`src/common/wfd_pkg.sv`:
```
// wfd readout package holding the data path widths, DAQ word types and DAQ word tags
package wfd_pkg;

    // fill number handed from the trigger manager to the event builder
    typedef logic [23:0] fill_num_t;

    // one word of channel data as it leaves a channel FIFO
    typedef logic [31:0] sample_t;

    // channel index as carried in bits 39:32 of a DAQ data word
    typedef logic [7:0] chan_id_t;

    // payload word count reported in the trailer, bits 47:32
    typedef logic [15:0] word_cnt_t;

    // one word on the DAQ link port
    typedef logic [63:0] daq_word_t;

    // tags in bits 63:56, data words carry zero there
    localparam logic [7:0] header_tag  = 8'ha5;  // first word of each event
    localparam logic [7:0] trailer_tag = 8'h5a;  // closing word of each event

    // fill numbers in flight between trigger manager and event builder
    // 4 is plenty since the trigger manager stalls on busy anyway
    localparam int fifo_depth_default = 4;

endpackage

```
`src/logic/fill_num_fifo.sv`:
```
// fill number FIFO, a small synchronous circular buffer from trigger manager to event builder
`timescale 1ns/1ps

module fill_num_fifo #(
    parameter int fifo_depth = wfd_pkg::fifo_depth_default
) (
    input  logic               clk125,
    input  logic               rst,
    input  logic               in_valid,
    output logic               in_ready,   // low when full
    input  wfd_pkg::fill_num_t in_data,
    output logic               out_valid,
    input  logic               out_ready,
    output wfd_pkg::fill_num_t out_data
);
    import wfd_pkg::*;

    localparam int ptr_w = (fifo_depth > 1) ? $clog2(fifo_depth) : 1;
    localparam int cnt_w = $clog2(fifo_depth + 1);  // must hold fifo_depth itself

    fill_num_t        mem [fifo_depth];
    logic [ptr_w-1:0] wr_ptr;
    logic [ptr_w-1:0] rd_ptr;
    logic [cnt_w-1:0] count;     // words stored
    logic             wr_en;
    logic             rd_en;

    assign in_ready  = (count < cnt_w'(fifo_depth));
    assign out_valid = (count != '0);         // registered count, so one cycle write to read
    assign out_data  = mem[rd_ptr];
    assign wr_en     = in_valid && in_ready;
    assign rd_en     = out_valid && out_ready;

    always_ff @(posedge clk125) begin
        if (wr_en)
            mem[wr_ptr] <= in_data;
    end

    always_ff @(posedge clk125) begin
        if (rst) begin
            wr_ptr <= '0;
            rd_ptr <= '0;
            count  <= '0;
        end else begin
            if (wr_en)
                wr_ptr <= (wr_ptr == ptr_w'(fifo_depth - 1)) ? '0 : wr_ptr + 1'b1;
            if (rd_en)
                rd_ptr <= (rd_ptr == ptr_w'(fifo_depth - 1)) ? '0 : rd_ptr + 1'b1;
            case ({wr_en, rd_en})
                2'b10:   count <= count + 1'b1;
                2'b01:   count <= count - 1'b1;
                default: count <= count;   // both or neither, level unchanged
            endcase
        end
    end

    // occupancy stays inside the buffer
    assert property (@(posedge clk125) disable iff (rst)
        count <= cnt_w'(fifo_depth))
    else $error("fill_num_fifo: count beyond depth");

endmodule

```
`config.mk`:
```
export PLATFORM = sky130hd
export DESIGN_NAME = fill_num_fifo
export DESIGN_NICKNAME = d
export VERILOG_FILES = /design/src/common/wfd_pkg.sv /design/src/logic/fill_num_fifo.sv
export SDC_FILE = /design/constraint.sdc
export NUM_CORES = 1
export LEC_CHECK = 0
export ABC_AREA = 1
export BUFFER_PORTS_ARGS = -buffer_cell sky130_fd_sc_hd__buf_2
export CORE_MARGIN = 2
export CORE_UTILIZATION = 30
export CTS_BUF_LIST = sky130_fd_sc_hd__clkbuf_2
export DETAILED_ROUTE_END_ITERATION = 8
export SLEW_MARGIN = 15
export SYNTH_ARGS = -nofsm -noshare
export SYNTH_HDL_FRONTEND = slang
export SYNTH_SLANG_ARGS = --single-unit
```
`constraint.sdc`:
```
create_clock -name clk125 -period 1.9 [get_ports clk125]
set_input_delay 0.095 -clock clk125 [delete_from_list [all_inputs] [get_ports clk125]]
set_output_delay 0.095 -clock clk125 [all_outputs]
set_load 0.005 [all_outputs]
```
# Word level (Yosys, flattened, before mapping)
# Memories as Yosys holds them, arrays and structs flattened. A register that Yosys moved wholly into a read port is not among the register bits.
# Cells that the tools add are included.
[op_classes]
add_sub_neg = 4
magnitude_cmp = 1
eq_ne = 4
muxes = 7
n_reduce_logical = 4
[ops]
columns = ["operator", "n"]
rows = [
  ["$mux 2", 4],
  ["$eq 2x2->1 const B", 3],
  ["$pmux 3 s2", 1],
  ["$add 2x1->2 const B", 2],
  ["$add 3x1->3 const B", 1],
  ["$lt 3x3->1 const B", 1],
  ["$reduce_bool 3->1", 1],
  ["$sub 3x1->3 const B", 1],
  ["$eq 2x1->1 const B", 1],
  ["$logic_and 1x1->1", 2],
  ["$mux 1", 2],
  ["$reduce_bool 2->1", 1],
]
[word_totals]
register_bits = 7
mem_bits_rw = 96
output_inout_bits = 26
word_cells = 24
mem_count = 1
[memory_table]
columns = ["memory", "words", "word_bits", "read_ports", "rd_ports_with_merged_regs", "wr", "line_no", "source"]
rows = [
  ["mem", 4, 24, 1, 1, 1, "fill_num_fifo.sv:21", "fill_num_t mem [fifo_depth];"],
]

# Longest topological paths before layout
[logic_depth]
ltp_word = 4
ltp_mapped = 12
mapped_depth_nobuf = 12

# Worst setup path before layout
# OpenSTA, ideal clock, no wires.
[synth_timing]
path_type = "register -> register"
start = "register wr_ptr[0]"
end = "memory mem[2][0] in the netlist's numbering (enable)"
arrival_time_ps = 1610
slack_ps = -115
path_stages_with_launch = 5
n_path_buf = 0
period_less_slack_ps = 2015
cell_sequence = "dfxtp_1 > inv_1 > ha_1 > inv_1 > nor2_1"
[synth_rtl]
columns = ["item", "line_no", "source"]
rows = [
  ["start: declaration", "fill_num_fifo.sv:22", "logic [ptr_w-1:0] wr_ptr;"],
  ["start signal: assignment", "fill_num_fifo.sv:46", "wr_ptr <= (wr_ptr == ptr_w'(fifo_depth - 1)) ? '0 : wr_ptr + 1'b1;"],
  ["end: declaration", "fill_num_fifo.sv:21", ""],
]
# Straight into the memory's write port.

==> metrics.yaml <==
run_status:
  outcome: "completed"
finish:
  finalNetCount: 426
  multi_input_area_mm2: 0.00111
  drive_above_1_share_pct: 39.9
  seq_area_mm2: 0.00307
  fillers: 1318
  antenna_cells: 0
  areaGrowthSynthToFinish_pct: 29.6
route:
  num_vias: 2664
  drt_pass1_iterations: 6
  drt_iter0_drc: 187
  wire_per_inst_um: 16.1
  drt_wl_total_um: 9290
  drc: 0
  ant_nets: 0
  post_drt_via_cell_ratio: 4.63
place:
  dpl.hpwl_um: 5310
  globalplace.congestion: 0.726
  port_buffers: 53
timing:
  tightestPinTransition_ns: 0.297
  rsz0062_at_grt: "true"
  slew_headroom_pct: 80.2
  holdWs_ns: 0.217
  finalCriticalPeriod_ns: 1.83
  finClkSkew_ns: 0.0468
  report.final.slew_viol_count: 0
  hold_viol_final: 0
  fmax_mhz: 547
  final-setup-viol-count: 0
  post-route-period-util_pct: 96.2
synth:
  yosys.area.top_type_share_pct: 68.6
  yosys.area_share.simple_pct: 7.89
  synth_edf_count: 96
  syn_avg_cell_area_um2: 14.3
  synth_mux_area_share_pct: 0
  async_flop_share_pct: 0
  synth_xor_area_share_pct: 0
  synthCells: 295
  synth_top_family_by_area: "compound AO/OA/AOI/OAI gates"
  ys_seq_elements: 105
  synth.most_common_cell: "edfxtp_1"
  yosys.area_share.adder_pct: 2.26
  ys_warn_count: 0
  synth-compound-area-share_pct: 13.3
  synth_commonest_cells: "96 x edfxtp_1, 46 x o21ai_0, 35 x nor2_1"
  synth.distinct_cells: 22
  ys_seq_area_share_pct: 72.9
  syn_area_mm2: 0.00420
  yosys-top-cells-area: "edfxtp_1 69%, o22ai_2 6.0%, o21ai_0 5.5%"
  ys.flop_type: "edfxtp_1"
  syn_nets: 330
  synth_top_area_cell: "edfxtp_1"
clock_tree:
  cts.path.max_buffers: 2
  cts_root_buf: "clkbuf_2"
  clk_latency_ns: 0.61
  cts_buffers: 9
  cts_tree: "built"
  cts_sinks: 105
  cts_max_level: 3
  cts.clk_slew.worst_paths_ns: 0.28
min_path:
  hold_path.class: "in2reg"
grt:
  globalRouteMet3Util_pct: 4.09
  gr-total-overflow: 0
  grt_usage_pct: 12.7
  globalRoute.busiestLayer: "met2"
  use_met2_pct: 21.0
  grt_pass1_vias: 2694
  use_met1_pct: 15.5
  grt_first_pass_wirelength_um: 14100
  antenna_found_initial: 0
  grt_max_degree: 27
floorplanning:
  dieArea_mm2: 0.0150
  core-area_mm2: 0.0138
  start_util_pct: 30.5
  die_h_um: 122
  rows: 43
  die_w_um: 122
  io_pins: 54
worst_setup_path:
  critPathCaptureType: "output pin"
  cp_max_fo: 12
  cp-start-kind: "flip-flop"
  critical_path_class: "reg2out"
  cp.required_ns: 1.80
  crit_arrival_ns: 1.73
power:
  ir_drop_v: 0.000598
  totalPowerFinal_w: 0.00661
  power.leakage_nw: 1.95
  powerDensity_mw_per_mm2: 1210
flow_run:
  maxCapViolCount: 0
-- layout by cell type (no fill, tap or decap), types with 3 or more instances in the layout --
cell type and count:
o22ai_2 22, dfxtp_1 6, nor2_1 22, buf_12 5, inv_1 14, o21ai_2 10
o21ai_0 29, dlygate4sd3_1 28, o21ai_1 12, nand3_1 3, buf_2 53, nor2_2 27
edfxtp_1 96, clkbuf_2 9, buf_4 8, ha_1 6, nand2_1 8, a21oi_1 6
nor2_4 6
-- critical path, cell delays in order, from the launching register on --
cell and delay [ns]:
dfxtp_4 0.47, buf_4 0.17, clkbuf_16 0.19, nor2_1 0.06, o22ai_1 0.11, buf_2 0.14
-- repair_timing --
item | in CTS | in global routing
endpoints found under the hold margin | 105 | 0
endpoints found under the setup margin | 24 | 26
gates cloned | 1 | 2
setup buffers | 1 | 4
hold buffers | 28 | 0
gates resized for setup | 17 | 45
-- where the power goes --
part           internal [W]  switching, W
Combinational       0.00110       0.00140
Clock              0.000421      0.000719
Sequential          0.00284      0.000121
-- routing by layer --
metal	up-vias	part of all wire, %
met2	48	49
met3	13	4.4
li1	1278	-
met5	-	0
met4	0	1.4
met1	1325	45
-- per-stage QoR --
stage	util [%]	setup WS (ns)	cells	cell area (um2)	TNS (ns)
6_report	39.5	0.0717	576	5450	0
5_1_grt	39.5	-0.0522	576	5450	-0.795
4_1_cts	38.2	-0.00651	570	5260	-0.0102
3_5_place_dp	34.6	0.0836	524	4760	0
3_3_place_gp	34.6	0.215	524	4760	0
2_1_floorplan	-	-0.114	295	4210	-5.48
-- cell type report --
type / instances / area share (%)
inverter: 17 / 1.49
multi-input combinational: 159 / 20.4
sequential: 105 / 56.4
clock buffer: 9 / 0.827
timing repair buffer: 99 / 15.2
tap: 180 / 4.14
clock inverter: 7 / 1.56
-- registers in the layout, summed over array words and instances, names as in the netlist, named ones only --
signal / cells
mem: 96
count: 3
rd_ptr: 2
wr_ptr: 2
-- final timing paths --
path	from	end	slack, ns	cells past startpoint
worst max-delay path	flip-flop	out_data[7]	0.07	5
worst min-delay path	in_data[7]	mem[1][7]	0.22	2
worst max register to register	count[0]	count[2]	0.14	11
worst min register to register	count[0]	count[0]	0.49	1
-- kinds of logic after synthesis --
logic type | after synthesis
buf+inv | 31
simple gates | 71
fa+ha+maj | 7
compound gates | 81
flops | 105
No activity file was read; power rests on OpenSTA's default activity.
