File: config.mk
export PLATFORM = sky130hd
export DESIGN_NAME = trigger_manager
export DESIGN_NICKNAME = d
export VERILOG_FILES = /design/src/common/wfd_pkg.sv /design/src/logic/trigger_manager.sv
export SDC_FILE = /design/constraint.sdc
export NUM_CORES = 1
export LEC_CHECK = 0
export ABC_AREA = 1
export BUFFER_PORTS_ARGS = -buffer_cell sky130_fd_sc_hd__buf_4
export CAP_MARGIN = 20
export CORE_ASPECT_RATIO = 1.25
export CORE_MARGIN = 2
export CORE_UTILIZATION = 35
export DETAILED_ROUTE_END_ITERATION = 8
export GPL_ROUTABILITY_DRIVEN = 1
export PLACE_DENSITY_LB_ADDON = 0.25
export SYNTH_ARGS = -nofsm -noshare
export SYNTH_HDL_FRONTEND = slang
export SYNTH_SLANG_ARGS = --single-unit
File: constraint.sdc
create_clock -name clk125 -period 2.5 [get_ports clk125]
set_input_delay 0.125 -clock clk125 [delete_from_list [all_inputs] [get_ports clk125]]
set_output_delay 0.125 -clock clk125 [all_outputs]
set_load 0.05 [all_outputs]
File: src/common/wfd_pkg.sv
// wfd readout package holding the data path widths, DAQ word types and DAQ word tags
package wfd_pkg;

    // fill number handed from the trigger manager to the event builder
    typedef logic [23:0] fill_num_t;

    // one word of channel data as it leaves a channel FIFO
    typedef logic [31:0] sample_t;

    // channel index as carried in bits 39:32 of a DAQ data word
    typedef logic [7:0] chan_id_t;

    // payload word count reported in the trailer, bits 47:32
    typedef logic [15:0] word_cnt_t;

    // one word on the DAQ link port
    typedef logic [63:0] daq_word_t;

    // tags in bits 63:56, data words carry zero there
    localparam logic [7:0] header_tag  = 8'ha5;  // first word of each event
    localparam logic [7:0] trailer_tag = 8'h5a;  // closing word of each event

    // fill numbers in flight between trigger manager and event builder
    // 4 is plenty since the trigger manager stalls on busy anyway
    localparam int fifo_depth_default = 4;

endpackage

File: src/logic/trigger_manager.sv
// trigger manager that accepts triggers, numbers fills, sends go to the channels and waits on done
`timescale 1ns/1ps

module trigger_manager #(
    parameter int num_chan = 2                 // number of channel FPGAs served
) (
    input  logic                clk125,
    input  logic                rst,
    input  logic                trigger,       // level trigger, sampled every cycle
    input  logic                busy,          // event builder still framing a fill
    output logic [num_chan-1:0] acq_trigs,     // one cycle go pulse to every channel
    output logic                fill_valid,    // fill number waiting for the FIFO
    output wfd_pkg::fill_num_t  fill_num,      // current fill number starting at 1
    input  logic [num_chan-1:0] acq_dones,     // done pulses back from the channels
    input  logic                fill_ready     // FIFO has room
);

    typedef enum logic [1:0] {
        idle,       // ready for the next trigger
        wait_done,  // go sent, collecting done from every channel
        push        // offer the fill number to the FIFO
    } tm_state_t;

    tm_state_t           state;
    logic                accept;     // trigger taken this cycle
    logic [num_chan-1:0] done_seen;  // latched done pulses since go
    logic [num_chan-1:0] done_now;   // latches plus this cycle's pulses

    // triggers outside idle or while the builder is busy fall on the floor
    assign accept     = (state == idle) && trigger && !busy;
    assign done_now   = done_seen | acq_dones;
    assign fill_valid = (state == push);

    always_ff @(posedge clk125) begin
        if (rst) begin
            state     <= idle;
            acq_trigs <= '0;
            done_seen <= '0;
            fill_num  <= '0;                       // first accepted trigger becomes fill 1
        end else begin
            acq_trigs <= {num_chan{accept}};       // go lands on the cycle after acceptance
            case (state)
                idle: begin
                    if (accept) begin
                        fill_num  <= fill_num + 1'b1;  // only accepted triggers use a number
                        done_seen <= '0;
                        state     <= wait_done;
                    end
                end
                wait_done: begin
                    done_seen <= done_now;         // dones are short pulses so keep them
                    if (&done_now)
                        state <= push;             // fill_valid rises next cycle
                end
                push: begin
                    if (fill_ready)
                        state <= idle;
                end
                default: state <= idle;
            endcase
        end
    end

    // go only on the first cycle of a fresh wait, straight out of idle
    assert property (@(posedge clk125) disable iff (rst)
        (|acq_trigs) |-> (state == wait_done) && (done_seen == '0) && ($past(state) == idle))
    else $error("trigger_manager: go pulse outside the cycle after acceptance");

    // the offered fill number holds until the FIFO takes it
    assert property (@(posedge clk125) disable iff (rst)
        (fill_valid && !fill_ready) |=> (fill_valid && $stable(fill_num)))
    else $error("trigger_manager: fill number dropped or changed while waiting");

endmodule

== Word-level counts from Yosys, hierarchy flattened ==
Cells that the tools add are included.

* Add/sub/neg operators: 1
* Equal/unequal tests: 5
* Muxes and demuxes: 6
* Bitwise logic cells: 1
* Reductions and logical operators: 9

{| class="wikitable"
|+ Operator list
! kind !! count
|-
| adder 24 x 1 -> 24 bit (second input constant) || 1
|-
| 2-to-1 mux 2 bit || 4
|-
| one-hot mux 2 bit (3 select lines) || 1
|-
| AND reduction 2 bit || 3
|-
| inequality test 2 bit (second input constant) || 2
|-
| one-hot mux 2 bit (2 select lines) || 1
|-
| AND reduction 3 bit || 1
|-
| == test 2 x 1 -> 1 bit (second input constant) || 1
|-
| == test 2 bit (second input constant) || 1
|-
| logical AND 1 bit || 2
|-
| zero test 2 bit || 1
|-
| inequality test 2 x 1 -> 1 bit (second input constant) || 1
|-
| bitwise OR 2 bit || 1
|-
| nonzero test 2 bit || 1
|-
| zero test 1 bit || 1
|}

* Flip-flop bits (word level): 29
* Input port bits: 7
* Output and inout port bits: 27
* Logic and storage cells: 26

== Depth between registers and ports, before layout ==
* Depth in word-level cells: 5
* Depth in mapped cells: 8

== Least setup slack after synthesis ==
Ideal clock, no wire load.

* Path kind: reg-to-reg
* Start: reg fill_num[1]
* End: reg fill_num[10]
* Library setup time: 0.117 ns
* Data arrival time: 1.496 ns
* Required time: 2.383 ns
* Path slack: 0.888 ns
* Stages on the path, launching flop included: 7
* Buffers on the path: 0
* Period minus slack after synthesis: 1.612 ns
* Cells stage by stage: dfxtp_1 ha_1 nand3_4 nor2_8 nand2_1 o21ai_1 nor2_1

* Word-level cells in the longest chain between the ends: 1

{| class="wikitable"
|+ RTL lines
! item !! line !! RTL
|-
| from (decl) || trigger_manager.sv:13 || <nowiki>output wfd_pkg::fill_num_t fill_num,</nowiki>
|-
| from (signal assigned) || trigger_manager.sv:45 || <nowiki>fill_num <= fill_num + 1'b1;</nowiki>
|-
| adder 24 x 1 -> 24 bit || trigger_manager.sv:45 ||
|}

No other way between the ends.
A chain may end at the register's enable or synchronous reset.

== Final worst setup path ==
* Start: reg fill_num[12]
* End: reg fill_num[20]

Same word-level chain as after synthesis.

==> metrics <==
outcome=completed; Tot GR Track Use=0.1551; DRT Wirelength=3.525 mm; met1 global-route usage=0.1705; number of nets with antenna violations after detailed routing=0; vias per cell=roughly 4.7; met2 usage in global routing=0.2663; count of flip-flops with a built-in enable after synthesis=0; Die Ht=78.62 µm; TritonCTS Buffers=5; measured slew at the worst slew-check pin=about 0.63 ns; CTS Hold Buffers Added=0; number of failing hold endpoints at the final stage=0; number of H-tree branching levels=2; routability congestion estimate=0.8183; cells along the critical path=nand2_1, nor2_2, inv_1, nor2_1, nand3_2, nand2_1, nand2_1, nor2_1; placement row count=27; clock tree from TritonCTS=built; share of layout cells above drive strength 1=0.2313; number of clock sinks=29; Core Region=roughly 4400 µm²; startpoint type of the worst setup path=register; met3 GRT Util=0.05158; Buf/Inv on CP=1; category of the critical setup timing path=reg2reg; Layout Cell Area excl Fill=1957 µm²; total overflow reported by the global router=0; most common flop cell mapped by yosys=dfxtp_1; worst hold margin=between 0.08 and 0.09 ns; Port Buffers=33; flops & latches, synth=29; Post-DP HPWL=about 2.8 mm; setup repair after global routing missed its margin=no; clock-pin slew on the worst setup and hold paths=roughly 0.06 ns; area growth from synthesis to final layout=25.52%; Antenna Diode Count=0; fraction of registers with async set or reset after synthesis=0; die outline area=5008 µm²; Placement Cell Area=around 1900 µm²; cell family with most CP delay=simple AND/OR/NAND/NOR gates; wire length of the first global-routing pass=between 6 and 7 mm; number of filler instances in the final layout=456; post-synth cell types=24; post-detailed-route DRC marker count=0; CTS resizes=0; critical path data arrival time=1.58 ns; maximum VDD drop=0.3089 mV; normalized max-slew margin=0.5788; Final Net Count=around 280; insertion delay to the later sink of the worst-skew pair=0.28 ns; initial DRC count=73; clk root buf=clkbuf_8; number of top-level pins=34; netlist area before placement=around 1600 µm²; final clock period utilization by the worst path=0.5454; crit path max-delay cell type=dfxtp_1; power after layout=about 0.96 mW; final max-slew violation count=0; maximum capacitance violations=0; Via Count=roughly 1.5k; Setup TNS Final=0 ns; final core occ=0.4490; data required time of the critical path=2.72 ns; Post-Synthesis Cells=231; endpoint kind of the worst setup timing path=register; number of global-route vias before repair=between 1k and 1.5k; achievable clock frequency=roughly 730 MHz; pin count of the biggest net entering global routing=22; initial antenna violation count=0; areal power density over the cells=between 400 and 500 nW/µm²; number of failing setup endpoints in the final timing report=0; Post-CTS Setup Inserts=0; Hold Path Class=in2reg; Longest Clk Path Bufs=2; leakage power=around 0.8 nW; width of the die=roughly 64 µm; Detailed Routing Iterations Pass 1=4; worst clock skew on the final layout=just under 0.006 ns; slowest cell delay on critical path=between 0.4 and 0.5 ns; average instance area after synthesis=6.749 µm²; net count of the mapped netlist=between 200 and 250; Critical Path Fanout Max=5; Seq/Total Area, Yosys=0.3724; grt peak-use layer=met2; Ys Warns=0; Routed wire per std cell=around 11 µm; final critical delay including setup and external delays=1.363 ns; cell occurring most often along the worst timing path=nand2_1; starting density of the core=0.3577
==> synthesized netlist by cell type, drive strengths merged (3+ instances only) <==
library cell / count / area share
a21oi: 16 / 0.051
buf: 3 / 0.013
dfxtp: 29 / 0.37
inv: 30 / 0.072
nand2: 53 / 0.13
nand3: 19 / 0.087
nand4: 4 / 0.016
nor2: 60 / 0.19
o21ai: 10 / 0.032
==> flip-flops by register name, summed over array words and instances (netlist names) <==
register and flops:
fill_num 24, done_seen 2, acq_trigs 1, state 2
==> kinds of logic after synthesis <==
family | count (synthesis) | synth area share
AOI/OAI and AO/OA | 29 | 0.09792
xor gates and xnor gates | 1 | 0.005619
adders and majority gates | 1 | 0.008024
buffers and inverters | 34 | 0.08747
DFF | 29 | 0.3724
and+or+nand+nor | 137 | 0.4286
==> final cells by class <==
| cell class | instances | area, µm² | share of cell area |
|---|---|---|---|
| inverter | 30 | 112.6 | 0.05754 |
| clock buffer | 7 | 96.34 | 0.04923 |
| timing repair buffer | 33 | 247.7 | 0.1266 |
| clock inverter | 1 | 5.005 | 0.002558 |
| multi-input combinational | 168 | 842.1 | 0.4303 |
| tap | 58 | 72.57 | 0.03708 |
| sequential | 29 | 580.6 | 0.2967 |
==> power breakdown <==
| group | internal [mW] | switching [mW] | leakage, nW |
|---|---|---|---|
| clock | 0.248 | 0.170 | 0.0542 |
| combinational | 0.0230 | 0.0453 | 0.523 |
| sequential | 0.469 | 0.00583 | 0.234 |
| total | 0.740 | 0.221 | 0.812 |
==> path summary, 6_finish.rpt <==
path / startpoint / end / slack (ns) / cells after the start
max: fill_num[12] / fill_num[20] / 1.14 / 8
max reg2reg: fill_num[12] / fill_num[20] / 1.14 / 8
min reg2reg: done_seen[1] / done_seen[1] / 0.48 / 2
min: rst / fill_num[16] / 0.09 / 2
==> cells in the final DEF, fill, tap and decap left out <==
master,n
a211oi_1,1
a21oi_1,16
buf_4,33
clkbuf_8,7
clkinv_2,1
dfxtp_1,29
ha_1,1
inv_1,30
nand2_1,51
nand2_2,2
nand3_1,14
nand3_2,3
nand3_4,2
nand4_1,4
nor2_1,46
nor2_2,8
nor2_4,5
nor2_8,1
nor3_1,1
o2111ai_1,1
o21ai_0,8
o21ai_1,2
o22ai_1,1
xnor2_1,1
==> worst reg2reg max path, delay by kind of cell (launching register included) <==
kind                   cells  cell delay, ns
buffers and inverters      1            0.08
DFF                        1            0.43
and+or+nand+nor            7            0.79
==> metal layers <==
metal	vias up	routed length, µm	share of wire
li1	797	-	-
met1	678	1501	0.43
met2	41	1733	0.49
met3	8	202	0.057
met4	0	87	0.025
met5	-	0	0
==> through the flow <==
stage,std cells,worst slack [ns]
after floorplan,231,0.8875
after global placement,318,1.148
after detailed placement,318,1.138
after CTS,326,1.121
after global routing,326,0.9703
final,326,1.137
Note: power is estimated with default switching activity, not from simulation.
