[config.mk]
export PLATFORM = sky130hd
export DESIGN_NAME = event_builder
export DESIGN_NICKNAME = d
export VERILOG_FILES = /design/src/common/wfd_pkg.sv /design/src/readout/event_builder.sv
export SDC_FILE = /design/constraint.sdc
export NUM_CORES = 1
export LEC_CHECK = 0
export BUFFER_PORTS_ARGS = -buffer_cell sky130_fd_sc_hd__clkbuf_2
export CORE_MARGIN = 8
export CORE_UTILIZATION = 25
export DETAILED_ROUTE_END_ITERATION = 16
export PLACE_DENSITY = 0.56
export REMOVE_ABC_BUFFERS = 1
export SYNTH_ARGS = -nofsm -noshare
export SYNTH_HDL_FRONTEND = slang
export SYNTH_SLANG_ARGS = --single-unit
[constraint.sdc]
create_clock -name clk125 -period 3.8 [get_ports clk125]
set_input_delay 0.76 -clock clk125 [delete_from_list [all_inputs] [get_ports clk125]]
set_output_delay 0.76 -clock clk125 [all_outputs]
set_load 0.02 [all_outputs]
[src/common/wfd_pkg.sv]
// wfd readout package holding the data path widths, DAQ word types and DAQ word tags
package wfd_pkg;

    // fill number handed from the trigger manager to the event builder
    typedef logic [23:0] fill_num_t;

    // one word of channel data as it leaves a channel FIFO
    typedef logic [31:0] sample_t;

    // channel index as carried in bits 39:32 of a DAQ data word
    typedef logic [7:0] chan_id_t;

    // payload word count reported in the trailer, bits 47:32
    typedef logic [15:0] word_cnt_t;

    // one word on the DAQ link port
    typedef logic [63:0] daq_word_t;

    // tags in bits 63:56, data words carry zero there
    localparam logic [7:0] header_tag  = 8'ha5;  // first word of each event
    localparam logic [7:0] trailer_tag = 8'h5a;  // closing word of each event

    // fill numbers in flight between trigger manager and event builder
    // 4 is plenty since the trigger manager stalls on busy anyway
    localparam int fifo_depth_default = 4;

endpackage

[src/readout/event_builder.sv]
// event builder that frames each fill as a DAQ event of header, channel words and trailer
`timescale 1ns/1ps

module event_builder #(
    parameter int num_chan = 2
) (
    input  logic               clk125,
    input  logic               rst,
    input  logic               fifo_valid,
    input  wfd_pkg::fill_num_t fifo_data,
    output logic               fifo_ready,
    input  logic               m_valid,    // merged stream from the rx switch
    input  logic               m_last,
    input  wfd_pkg::sample_t   m_data,
    input  wfd_pkg::chan_id_t  m_chan,
    output logic               m_ready,
    output logic               daq_valid,  // DAQ link port
    output logic               daq_header,
    output logic               daq_trailer,
    output wfd_pkg::daq_word_t daq_data,
    output logic               busy,       // back to the trigger manager
    input  logic               daq_ready
);
    import wfd_pkg::*;

    localparam int pkt_w = $clog2(num_chan + 1);

    typedef enum logic [1:0] {
        idle,     // waiting on a fill number
        header,   // header word on the link
        payload,  // forwarding channel packets
        trailer   // trailer word on the link
    } eb_state_t;

    eb_state_t        state;
    fill_num_t        fill_reg;   // fill being framed
    logic [pkt_w-1:0] pkt_cnt;    // channel packets ended so far
    word_cnt_t        word_cnt;   // payload words sent
    logic             m_xfer;
    logic             daq_xfer;
    logic             last_pkt;   // the packet in flight closes the event

    assign fifo_ready = (state == idle);   // pop only between events
    assign busy       = (state != idle);   // rises the cycle after the pop
    assign m_ready    = (state == payload) && daq_ready;  // link stall reaches the channels
    assign m_xfer     = m_valid && m_ready;
    assign daq_xfer   = daq_valid && daq_ready;
    assign last_pkt   = (pkt_cnt == pkt_w'(num_chan - 1));

    // output word mux whose words hold steady while the link stalls
    always_comb begin
        daq_valid   = 1'b0;
        daq_header  = 1'b0;
        daq_trailer = 1'b0;
        daq_data    = '0;
        case (state)
            header: begin
                daq_valid  = 1'b1;
                daq_header = 1'b1;
                daq_data   = {header_tag, 32'h0, fill_reg};
            end
            payload: begin
                daq_valid = m_valid;
                daq_data  = {24'h0, m_chan, m_data};   // channel id in 39:32
            end
            trailer: begin
                daq_valid   = 1'b1;
                daq_trailer = 1'b1;
                daq_data    = {trailer_tag, 8'h0, word_cnt, 8'h0, fill_reg};
            end
            default: daq_valid = 1'b0;
        endcase
    end

    always_ff @(posedge clk125) begin
        if (fifo_valid && fifo_ready)
            fill_reg <= fifo_data;
    end

    always_ff @(posedge clk125) begin
        if (rst) begin
            state    <= idle;
            pkt_cnt  <= '0;
            word_cnt <= '0;
        end else begin
            case (state)
                idle: begin
                    if (fifo_valid) begin
                        pkt_cnt  <= '0;
                        word_cnt <= '0;
                        state    <= header;
                    end
                end
                header: begin
                    if (daq_xfer)
                        state <= payload;
                end
                payload: begin
                    if (m_xfer) begin
                        word_cnt <= word_cnt + 1'b1;
                        if (m_last) begin
                            pkt_cnt <= pkt_cnt + 1'b1;
                            if (last_pkt)
                                state <= trailer;   // every channel has ended its packet
                        end
                    end
                end
                trailer: begin
                    if (daq_xfer)
                        state <= idle;              // busy drops next cycle
                end
                default: state <= idle;
            endcase
        end
    end

    // framing flags are exclusive and a trailer only follows the last channel packet
    assert property (@(posedge clk125) disable iff (rst)
        !(daq_header && daq_trailer) && (!daq_trailer || pkt_cnt == pkt_w'(num_chan)))
    else $error("event_builder: header and trailer together or trailer too early");

    // a stalled word stays on the link along with channel data held upstream
    assert property (@(posedge clk125) disable iff (rst)
        (daq_valid && !daq_ready) |=> (daq_valid && $stable(daq_data)))
    else $error("event_builder: DAQ word changed during stall");

endmodule

# Word level (Yosys, flattened, before mapping)
# Index checks and enable logic that the tools add are counted.
# word_totals
register_bits	44
latchBits	0
mem_bits_rw	0
romBits	0
word_cells	45
n_memories	0
# op_classes
add_sub_neg	2
n_mul	0
div_mod_pow	0
n_lt_le_gt_ge	0
n_eq_ne	10
n_shift	0
muxes	18
n_bitwise	0
reduce_logical	11
# op_table
op	n
$pmux 64 s3	1
$mux 16	2
$pmux 16 s2	1
$mux 2	9
$add 16x1->16 const B	1
$ne 2x2->1 const B	6
$pmux 2 s4	1
$reduce_and 6->1	1
$eq 2x1->1 const B	2
$eq 2x2->1 const B	2
$logic_and 1x1->1	4
$pmux 2 s2	1
$reduce_and 4->1	1
$reduce_bool 2->1	2
$reduce_and 3->1	1
$add 2x1->2 const B	1
$logic_not 2->1	1
$mux 1	2
$pmux 1 s2	1
$reduce_or 2->1	1

# Longest topological paths before layout
# Gate-level depths: netlist (run 1).
# logic_depth
word_depth	6
mapped_depth	9
depth_no_buf	6

# Worst setup path before layout (run 1)
# Ideal clock, no wire load.
# synth_timing
path_kind	flip-flop to output port
from	reg state[0]
to	out daq_data[14]
arrival_ns	1.852
required_time_ns	3.040
path_slack_ns	1.188
stages_incl_launch_ff	7
path_buffers	2
cell_sequence	dfxtp_1 ha_1 clkbuf_1 nor2_1 nor2_1 clkbuf_1 a22o_1
# synth_between
elab_chain_len	2
word_cells_on_any_way	4
# synth_rtl
item	line_no	source
start, declared	event_builder.sv:35	eb_state_t state;
start signal, assigned	event_builder.sv:82	state <= idle;
start signal, assigned	event_builder.sv:91	state <= header;
start signal, assigned	event_builder.sv:96	state <= payload;
$eq 2x2->1 or $eq 2x1->1 (tied branches)	event_builder.sv:56	case (state)
$pmux 64 s3 (*)	event_builder.sv:56	
end, declared	event_builder.sv:20	output wfd_pkg::daq_word_t daq_data,
# Every way passes the cells marked *; elsewhere a longest branch is shown, timed or not.

# Worst setup path in the final report (run 1)
# layout_timing
from	reg state[0]
to	out daq_data[23]
# Same word-level chain as after synthesis.

==> flow_metrics.py, run 1 <==
metrics = {
    "die": {
        "initial_core_util": 0.256,
        "die_h_microns": 113,
        "pin_count": 140,
        "num_rows": 35,
        "floorplan.core_area_sq_mm": 0.00920,
        "design.die.area_sq_mm": 0.0128,
        "die_x_microns": 113,
    },
    "setup_path": {
        "path_depth": 7,
        "rr_endpoint": "word_cnt[14]",
        "path_delay_family": "buffers and inverters",
        "worst_ep_arrival_time_ps": 2260,
        "critical_path.n_buffers_inverters": 4,
        "crit_slowest_cell": "sky130_fd_sc_hd__ha_1",
        "crit_path_cell_trace": "inv_1 -> ha_1 -> inv_1 -> nor2_2 -> buf_4 -> a22o_1 -> clkbuf_2",
        "crit_path_end_kind": "primary output",
        "regToRegSetupSlack_ps": 990,
        "crit_required_ps": 3040,
        "crit_fanout": 33,
        "worst-r2r-cell-count": 6,
        "crit_path_max_incr_delay_ps": 500,
        "setup.worst_path.class": "reg -> out",
        "crit_path_start_kind": "register",
        "cp_common_cell": "sky130_fd_sc_hd__inv_1",
        "rr_startpoint": "state[0]",
    },
    "layout": {
        "layout-drive-gt1-share": 0.412,
        "final_cells": 465,
        "layout-area-overhead-vs-synth_pct": 32.4,
        "largest_register_ffs": 24,
        "insertedDiodeCount": 0,
        "layout.core_utilization": 0.339,
        "finalNetCount": 430,
        "fill_cells": 966,
    },
    "timing": {
        "timing_hold_violations_final": 0,
        "maxSlewViolCount": 0,
        "max_slew_margin": 0.522,
        "post-route-min-period_ps": 3020,
        "final.hold.worst_slack_ps": 485,
        "setup_repair_after_global_routing_missed_its_margin": "no",
        "worstMarginPinSlew_ps": 697,
        "final.period_utilization": 0.796,
        "setup_viol": 0,
        "max_freq_mhz": 331,
        "fin_worst_skew_ps": 9.67,
        "final.setup.tns_ps": 0,
    },
    "yosys": {
        "ys_top_cells_by_area": "sky130_fd_sc_hd__edfxtp_1 31%, sky130_fd_sc_hd__dfxtp_1 17%, sky130_fd_sc_hd__a22o_1 8.9%, sky130_fd_sc_hd__and2_1 4.8%, sky130_fd_sc_hd__buf_4 4.8%",
        "netlist_top_cells_count": "24 x sky130_fd_sc_hd__a22o_1, 24 x sky130_fd_sc_hd__edfxtp_1, 22 x sky130_fd_sc_hd__nor2_1",
        "syn_avg_cell_area_sq_um": 10.0,
        "ys_ff_latch": 44,
        "synth-adder-area-share": 0.0373,
        "synth_flop_cell": "sky130_fd_sc_hd__edfxtp_1",
        "yosys.area.top_type_share": 0.307,
        "syn-cell-area_sq_mm": 0.00235,
        "yosys_warnings": 0,
        "synth_compound_gate_area_share": 0.191,
        "synth_simple_gate_area_frac": 0.178,
        "synth_top_area_cell": "sky130_fd_sc_hd__edfxtp_1",
        "ys_async_sr_fraction": 0,
        "synth_xor_area_frac": 0.0186,
        "synth_mux_area_frac": 0.00852,
        "yosys_cell_types": 36,
        "synthCells": 235,
        "synth_edf_count": 24,
        "synth_top_family_by_area": "compound AO/OA/AOI/OAI gates",
        "ys_seq_area_frac": 0.477,
    },
    "clock_tree": {
        "clock_sink_count": 44,
        "tritoncts_clock_tree": "done",
        "htree_levels": 2,
        "cts_hold_buf": 0,
        "num_cts_buffers": 5,
        "clockBufferDepth": 2,
        "cts_resized": 0,
        "worst_skew_pair.late_latency_ps": 290,
        "cts_root_buf": "sky130_fd_sc_hd__clkbuf_8",
        "cts_setup_buffers": 0,
        "clk_transition_reported_paths_ps": 80,
    },
    "grt": {
        "wire_length_of_the_first_global_routing_pass_microns": 11000,
        "via_count_of_the_first_global_routing_pass": 2069,
        "initial_antenna_violation_count": 0,
        "grt_max_degree": 34,
        "grt_remaining_overflow": 0,
        "grt_use_total": 0.105,
    },
    "place": {
        "place_congestion": 0.779,
        "place_inst": 457,
        "dp.final_hpwl_microns": 5670,
        "io_buffers": 131,
    },
    "min_path": {
        "min_delay_path_depth": 2,
        "hold_path_endpoint": "pkt_cnt[1]",
        "worst_hold_path_type": "reg -> reg",
        "worst_hold_startpoint": "pkt_cnt[1]",
    },
    "pwr": {
        "total_leakage_power_nw": 1.38,
        "power.density_mw_per_mm2": 565,
        "power_w": 0.00176,
        "irDropWorstVdd_mv": 0.150,
    },
    "run_status": {
        "outcome": "finished clean",
    },
    "routing": {
        "drc": 0,
        "detailroute.via_count": 2147,
        "routed_length_per_instance_microns": 15.1,
        "wirelength_microns": 7020,
        "ant_nets": 0,
        "drt_iter0_drc": 122,
        "drt-pass1-iter-count": 4,
        "route.detailed.vias_per_inst": 4.62,
    },
    "flow_run": {
        "drv_cap": 0,
    },
}
power breakdown:
part / leakage, nW / switching (W) / internal [W]
sequential: 0.390 / 0.0000334 / 0.000596
combinational: 0.940 / 0.000559 / 0.000277
clock: 0.0479 / 0.000165 / 0.000128
tightest hold or removal path: cells and delay by family, from the launching register on:
kind / cells / cell delay, ps
AOI/OAI and AO/OA: 2 / 130
DFF: 1 / 320
placed cells by master, fill, tap and decap left out, drive strengths merged, types with 5 or more instances in the layout:
cell type	n
edfxtp	24
or4	6
and2	18
nand2	5
conb	8
inv	9
clkbuf	136
nor2	22
xnor2	5
o31ai	5
o21ai	5
ha	7
dfxtp	20
a22oi	8
a21oi	13
a22o	24
layout make-up:
class | count | area, sq um | area share
Inverter | 9 | 33.8 | 0.0109
Timing Repair Buffer | 134 | 678 | 0.218
Clock buffer | 5 | 68.8 | 0.0221
Sequential cell | 44 | 1120 | 0.360
Multi-Input combinational cell | 159 | 1050 | 0.338
Clock inverter | 3 | 18.8 | 0.00603
Tap cell | 111 | 139 | 0.0446
how the worst max path moves through the flow:
stage | from | endpoint | slack [ps]
floorplan | state[1] | daq_data[0] | 510
global placement | state[0] | daq_data[23] | 1120
detailed placement | state[0] | word_cnt[12] | 1040
CTS | state[0] | daq_data[23] | 750
global route | state[0] | daq_data[23] | 560
finish | state[0] | daq_data[23] | 780
cells by family after synthesis:
family	count (synthesis)
AO/OA/AOI/OAI	61
XOR/XNOR	5
adder cells (fa/ha/maj)	7
buffers and inverters	39
flip-flops	44
multiplexers	2
other	1
AND/OR/NAND/NOR	76
through the flow:
step,setup WS (ps),instance area (sq um)
floorplan,508,2200
global placement,1120,3030
detailed placement,1040,3030
CTS,751,3110
global route,557,3110
finish,776,3110
routing by layer:
metal / global-route usage / vias up / wire [microns]
li1: - / 1077 / -
met3: 0.0410 / 5 / 831
met5: 0 / - / 0
met2: 0.182 / 104 / 3200
met1: 0.118 / 961 / 2930
met4: 0.0240 / 0 / 47
Note: power is estimated with default switching activity, not from simulation.
==> run 2, diff against run 1 <==
--- a/config.mk
+++ b/config.mk
@@ -5,11 +5,12 @@
 export SDC_FILE = /design/constraint.sdc
 export NUM_CORES = 1
 export LEC_CHECK = 0
+export ABC_AREA = 1
 export BUFFER_PORTS_ARGS = -buffer_cell sky130_fd_sc_hd__clkbuf_2
 export CORE_MARGIN = 8
 export CORE_UTILIZATION = 25
 export DETAILED_ROUTE_END_ITERATION = 16
-export PLACE_DENSITY = 0.56
+export PLACE_DENSITY = 0.57
 export REMOVE_ABC_BUFFERS = 1
 export SYNTH_ARGS = -nofsm -noshare
 export SYNTH_HDL_FRONTEND = slang
==> constraint.sdc (replaced) <==
create_clock -name clk125 -period 2.55 [get_ports clk125]
set_input_delay 0.51 -clock clk125 [delete_from_list [all_inputs] [get_ports clk125]]
set_output_delay 0.51 -clock clk125 [all_outputs]
set_load 0.02 [all_outputs]
==> run 2 against run 1 <==
Net effect: design area is 12% higher; area after synthesis is 11% higher; first-iteration DRC count shrank 26%; critical path depth stayed put; global-route usage up 0.69 points; clock-buffer cell count grew 1; clock power up 59%; critical path type unchanged; highest routed layer unchanged.
==> flow_metrics.py, run 2 <==
metrics = {
    "run_status": {
        "outcome": "finished clean",
    },
    "yosys": {
        "netlist_top_cells_count": "68 x sky130_fd_sc_hd__nand2_1, 60 x sky130_fd_sc_hd__inv_1, 34 x sky130_fd_sc_hd__o21ai_0",
        "ys_ff_latch": 44,
        "synth_top_area_cell": "sky130_fd_sc_hd__edfxtp_1",
        "yosys_warnings": 0,
        "synth_flop_cell": "sky130_fd_sc_hd__edfxtp_1",
        "ys_top_cells_by_area": "sky130_fd_sc_hd__edfxtp_1 28%, sky130_fd_sc_hd__dfxtp_1 15%, sky130_fd_sc_hd__nand2_1 9.8%, sky130_fd_sc_hd__inv_1 8.6%, sky130_fd_sc_hd__o21ai_0 6.5%",
        "yosys_cell_types": 28,
        "syn_avg_cell_area_sq_um": 7.59,
        "synthCells": 343,
        "ys_seq_area_frac": 0.430,
        "syn-cell-area_sq_mm": 0.00260,
        "post-synth-top-count-cell": "sky130_fd_sc_hd__nand2_1",
        "yosys.area.top_type_share": 0.277,
        "synth_edf_count": 24,
        "ys_async_sr_fraction": 0,
    },
    "die": {
        "die_x_microns": 118,
        "num_rows": 37,
        "design.die.area_sq_mm": 0.0139,
        "floorplan.core_area_sq_mm": 0.0102,
        "die_h_microns": 118,
        "initial_core_util": 0.255,
        "pin_count": 140,
    },
    "clock_tree": {
        "num_cts_buffers": 5,
        "htree_levels": 2,
        "cts_root_buf": "sky130_fd_sc_hd__clkbuf_8",
        "clockBufferDepth": 2,
        "clk_transition_reported_paths_ps": 90,
        "worst_skew_pair.late_latency_ps": 290,
        "clock_sink_count": 44,
        "tritoncts_clock_tree": "done",
    },
    "setup_path": {
        "rr_startpoint": "state[0]",
        "setup.worst_path.class": "reg -> out",
        "crit_path_start_kind": "register",
        "worst_ep_arrival_time_ps": 1890,
        "crit_fanout": 30,
        "worst-r2r-cell-count": 10,
        "regToRegSetupSlack_ps": 590,
        "crit_required_ps": 2040,
        "crit_path_end_kind": "primary output",
        "rr_endpoint": "word_cnt[8]",
    },
    "layout": {
        "multi_input_comb_area_sq_mm": 0.00109,
        "seq_area_sq_mm": 0.00112,
        "finalNetCount": 542,
        "post-route-cell-area_sq_mm": 0.00348,
        "layout-drive-gt1-share": 0.350,
        "fill_cells": 1099,
        "layout_common_cells": "126 x sky130_fd_sc_hd__clkbuf_2, 68 x sky130_fd_sc_hd__nand2_1, 60 x sky130_fd_sc_hd__inv_1, 33 x sky130_fd_sc_hd__o21ai_0, 30 x sky130_fd_sc_hd__nand3_1",
        "layout.core_utilization": 0.340,
        "layout-area-overhead-vs-synth_pct": 33.6,
        "mostFrequentLayoutCell": "sky130_fd_sc_hd__clkbuf_2",
        "insertedDiodeCount": 0,
        "largest_register_ffs": 24,
    },
    "timing": {
        "fin_worst_skew_ps": 4.12,
        "max_freq_mhz": 416,
        "timing_hold_violations_final": 0,
        "setup_repair_after_global_routing_missed_its_margin": "no",
        "maxSlewViolCount": 0,
        "post-route-min-period_ps": 2400,
        "final.period_utilization": 0.942,
        "setup_viol": 0,
    },
    "place": {
        "dp.final_hpwl_microns": 6240,
        "placed_inst_area_sq_mm": 0.00335,
        "place_congestion": 0.734,
        "io_buffers": 131,
    },
    "routing": {
        "drt_iter0_drc": 90,
        "detailroute.via_count": 2525,
        "route.detailed.vias_per_inst": 4.19,
        "drc": 0,
        "ant_nets": 0,
        "routed_length_per_instance_microns": 12.8,
        "drt-pass1-iter-count": 4,
        "wirelength_microns": 7690,
    },
    "pwr": {
        "total_leakage_power_nw": 1.75,
        "power.switching_fraction": 0.435,
        "irDropWorstVdd_mv": 0.583,
        "sequentialPowerShare": 0.340,
        "power.density_mw_per_mm2": 795,
        "pwr-share-clk": 0.168,
        "comb_power_share": 0.492,
        "power_switching_w": 0.00120,
        "power_report.internal_total_w": 0.00156,
    },
    "min_path": {
        "min_delay_path_depth": 1,
        "worst_hold_path_type": "in -> reg",
        "hold_path_endpoint": "fill_reg[18]",
        "worst_hold_startpoint": "fifo_data[18]",
    },
    "grt": {
        "wire_length_of_the_first_global_routing_pass_microns": 13000,
        "grt_remaining_overflow": 0,
        "via_count_of_the_first_global_routing_pass": 2646,
        "grt_use_total": 0.112,
        "initial_antenna_violation_count": 0,
        "grt_max_degree": 31,
    },
    "flow_run": {
        "drv_cap": 0,
    },
}
-- run 2: cell types whose count changed in the layout (fill, tap and decap cells not counted), sizes merged, moves of 8 or more --
cell,change
o21ai,+32
inv,+51
nand3,+26
a22o,-24
and2,-18
a22oi,-8
nand2,+69
buf,+9
-- run 2: kinds of logic (layout without fill, tap and decap cells) --
family,after synthesis,count (layout),share of synthesized area
other,1,8,0.00144
buffers and inverters,91,207,0.163
adders and majority gates,7,7,0.0336
and+or+nand+nor,139,139,0.247
AOI/OAI and AO/OA,61,61,0.124
DFF,44,44,0.430
-- run 2: final cells by class --
class                      count  share of cell area
clock inverter                 2             0.00431
inverter                      61              0.0734
multi-input combinational    215               0.315
sequential                    44               0.323
timing repair buffer         138               0.212
tap                          136              0.0489
clock buffer                   6              0.0237
-- run 2: what timing repair did --
item	CTS	global route
gates resized for setup	3	10
hold buffers	0	0
buffers inserted	0	0
cloned	0	0
endpoints found under the setup margin	1	20
-- run 2: worst max path at each step --
stage,from,to,slack [ps]
final,state[0],daq_data[5],150
after global routing,state[0],daq_data[23],3
after CTS,state[0],daq_data[8],40
after detailed placement,state[0],daq_data[8],340
after global placement,state[0],daq_data[6],480
after floorplan,state[1],daq_data[0],-120
-- run 2: power groups by stage --
stage               Clock, W  Combinational, W  Sequential, W
floorplan                  0          0.000811       0.000941
global placement           0           0.00129       0.000947
detailed placement         0           0.00131       0.000957
CTS                 0.000494           0.00133       0.000943
global route        0.000528           0.00151       0.000955
finish              0.000466           0.00136       0.000941
-- run 2: worst max-delay path, cell delays in order (launching register included) --
cell                        delay [ps]
sky130_fd_sc_hd__dfxtp_2           380
sky130_fd_sc_hd__inv_1              70
sky130_fd_sc_hd__ha_1              230
sky130_fd_sc_hd__bufinv_16         270
sky130_fd_sc_hd__o21ai_4           100
sky130_fd_sc_hd__buf_12            170
sky130_fd_sc_hd__o21ai_0           170
sky130_fd_sc_hd__clkbuf_2          200
-- run 2: metal layers --
metal | track usage | vias up | routed length, microns
li1 | - | 1312 | -
met3 | 0.0379 | 2 | 507
met4 | 0.0312 | 0 | 49
met5 | 0 | - | 0
met2 | 0.190 | 84 | 3780
met1 | 0.130 | 1127 | 3350
-- run 2: metrics by stage --
stage / setup WS [ps] / instances / setup TNS [ps] / hold slack [ps] / total power, W
finish: 147 / 602 / 0 / 386 / 0.00277
global route: 3.27 / 602 / 0 / 360 / 0.00300
CTS: 43.4 / 602 / 0 / 371 / 0.00277
detailed placement: 340 / 594 / 0 / 480 / 0.00227
global placement: 476 / 594 / 0 / 470 / 0.00223
floorplan: -117 / 320 / -2810 / 452 / 0.00175
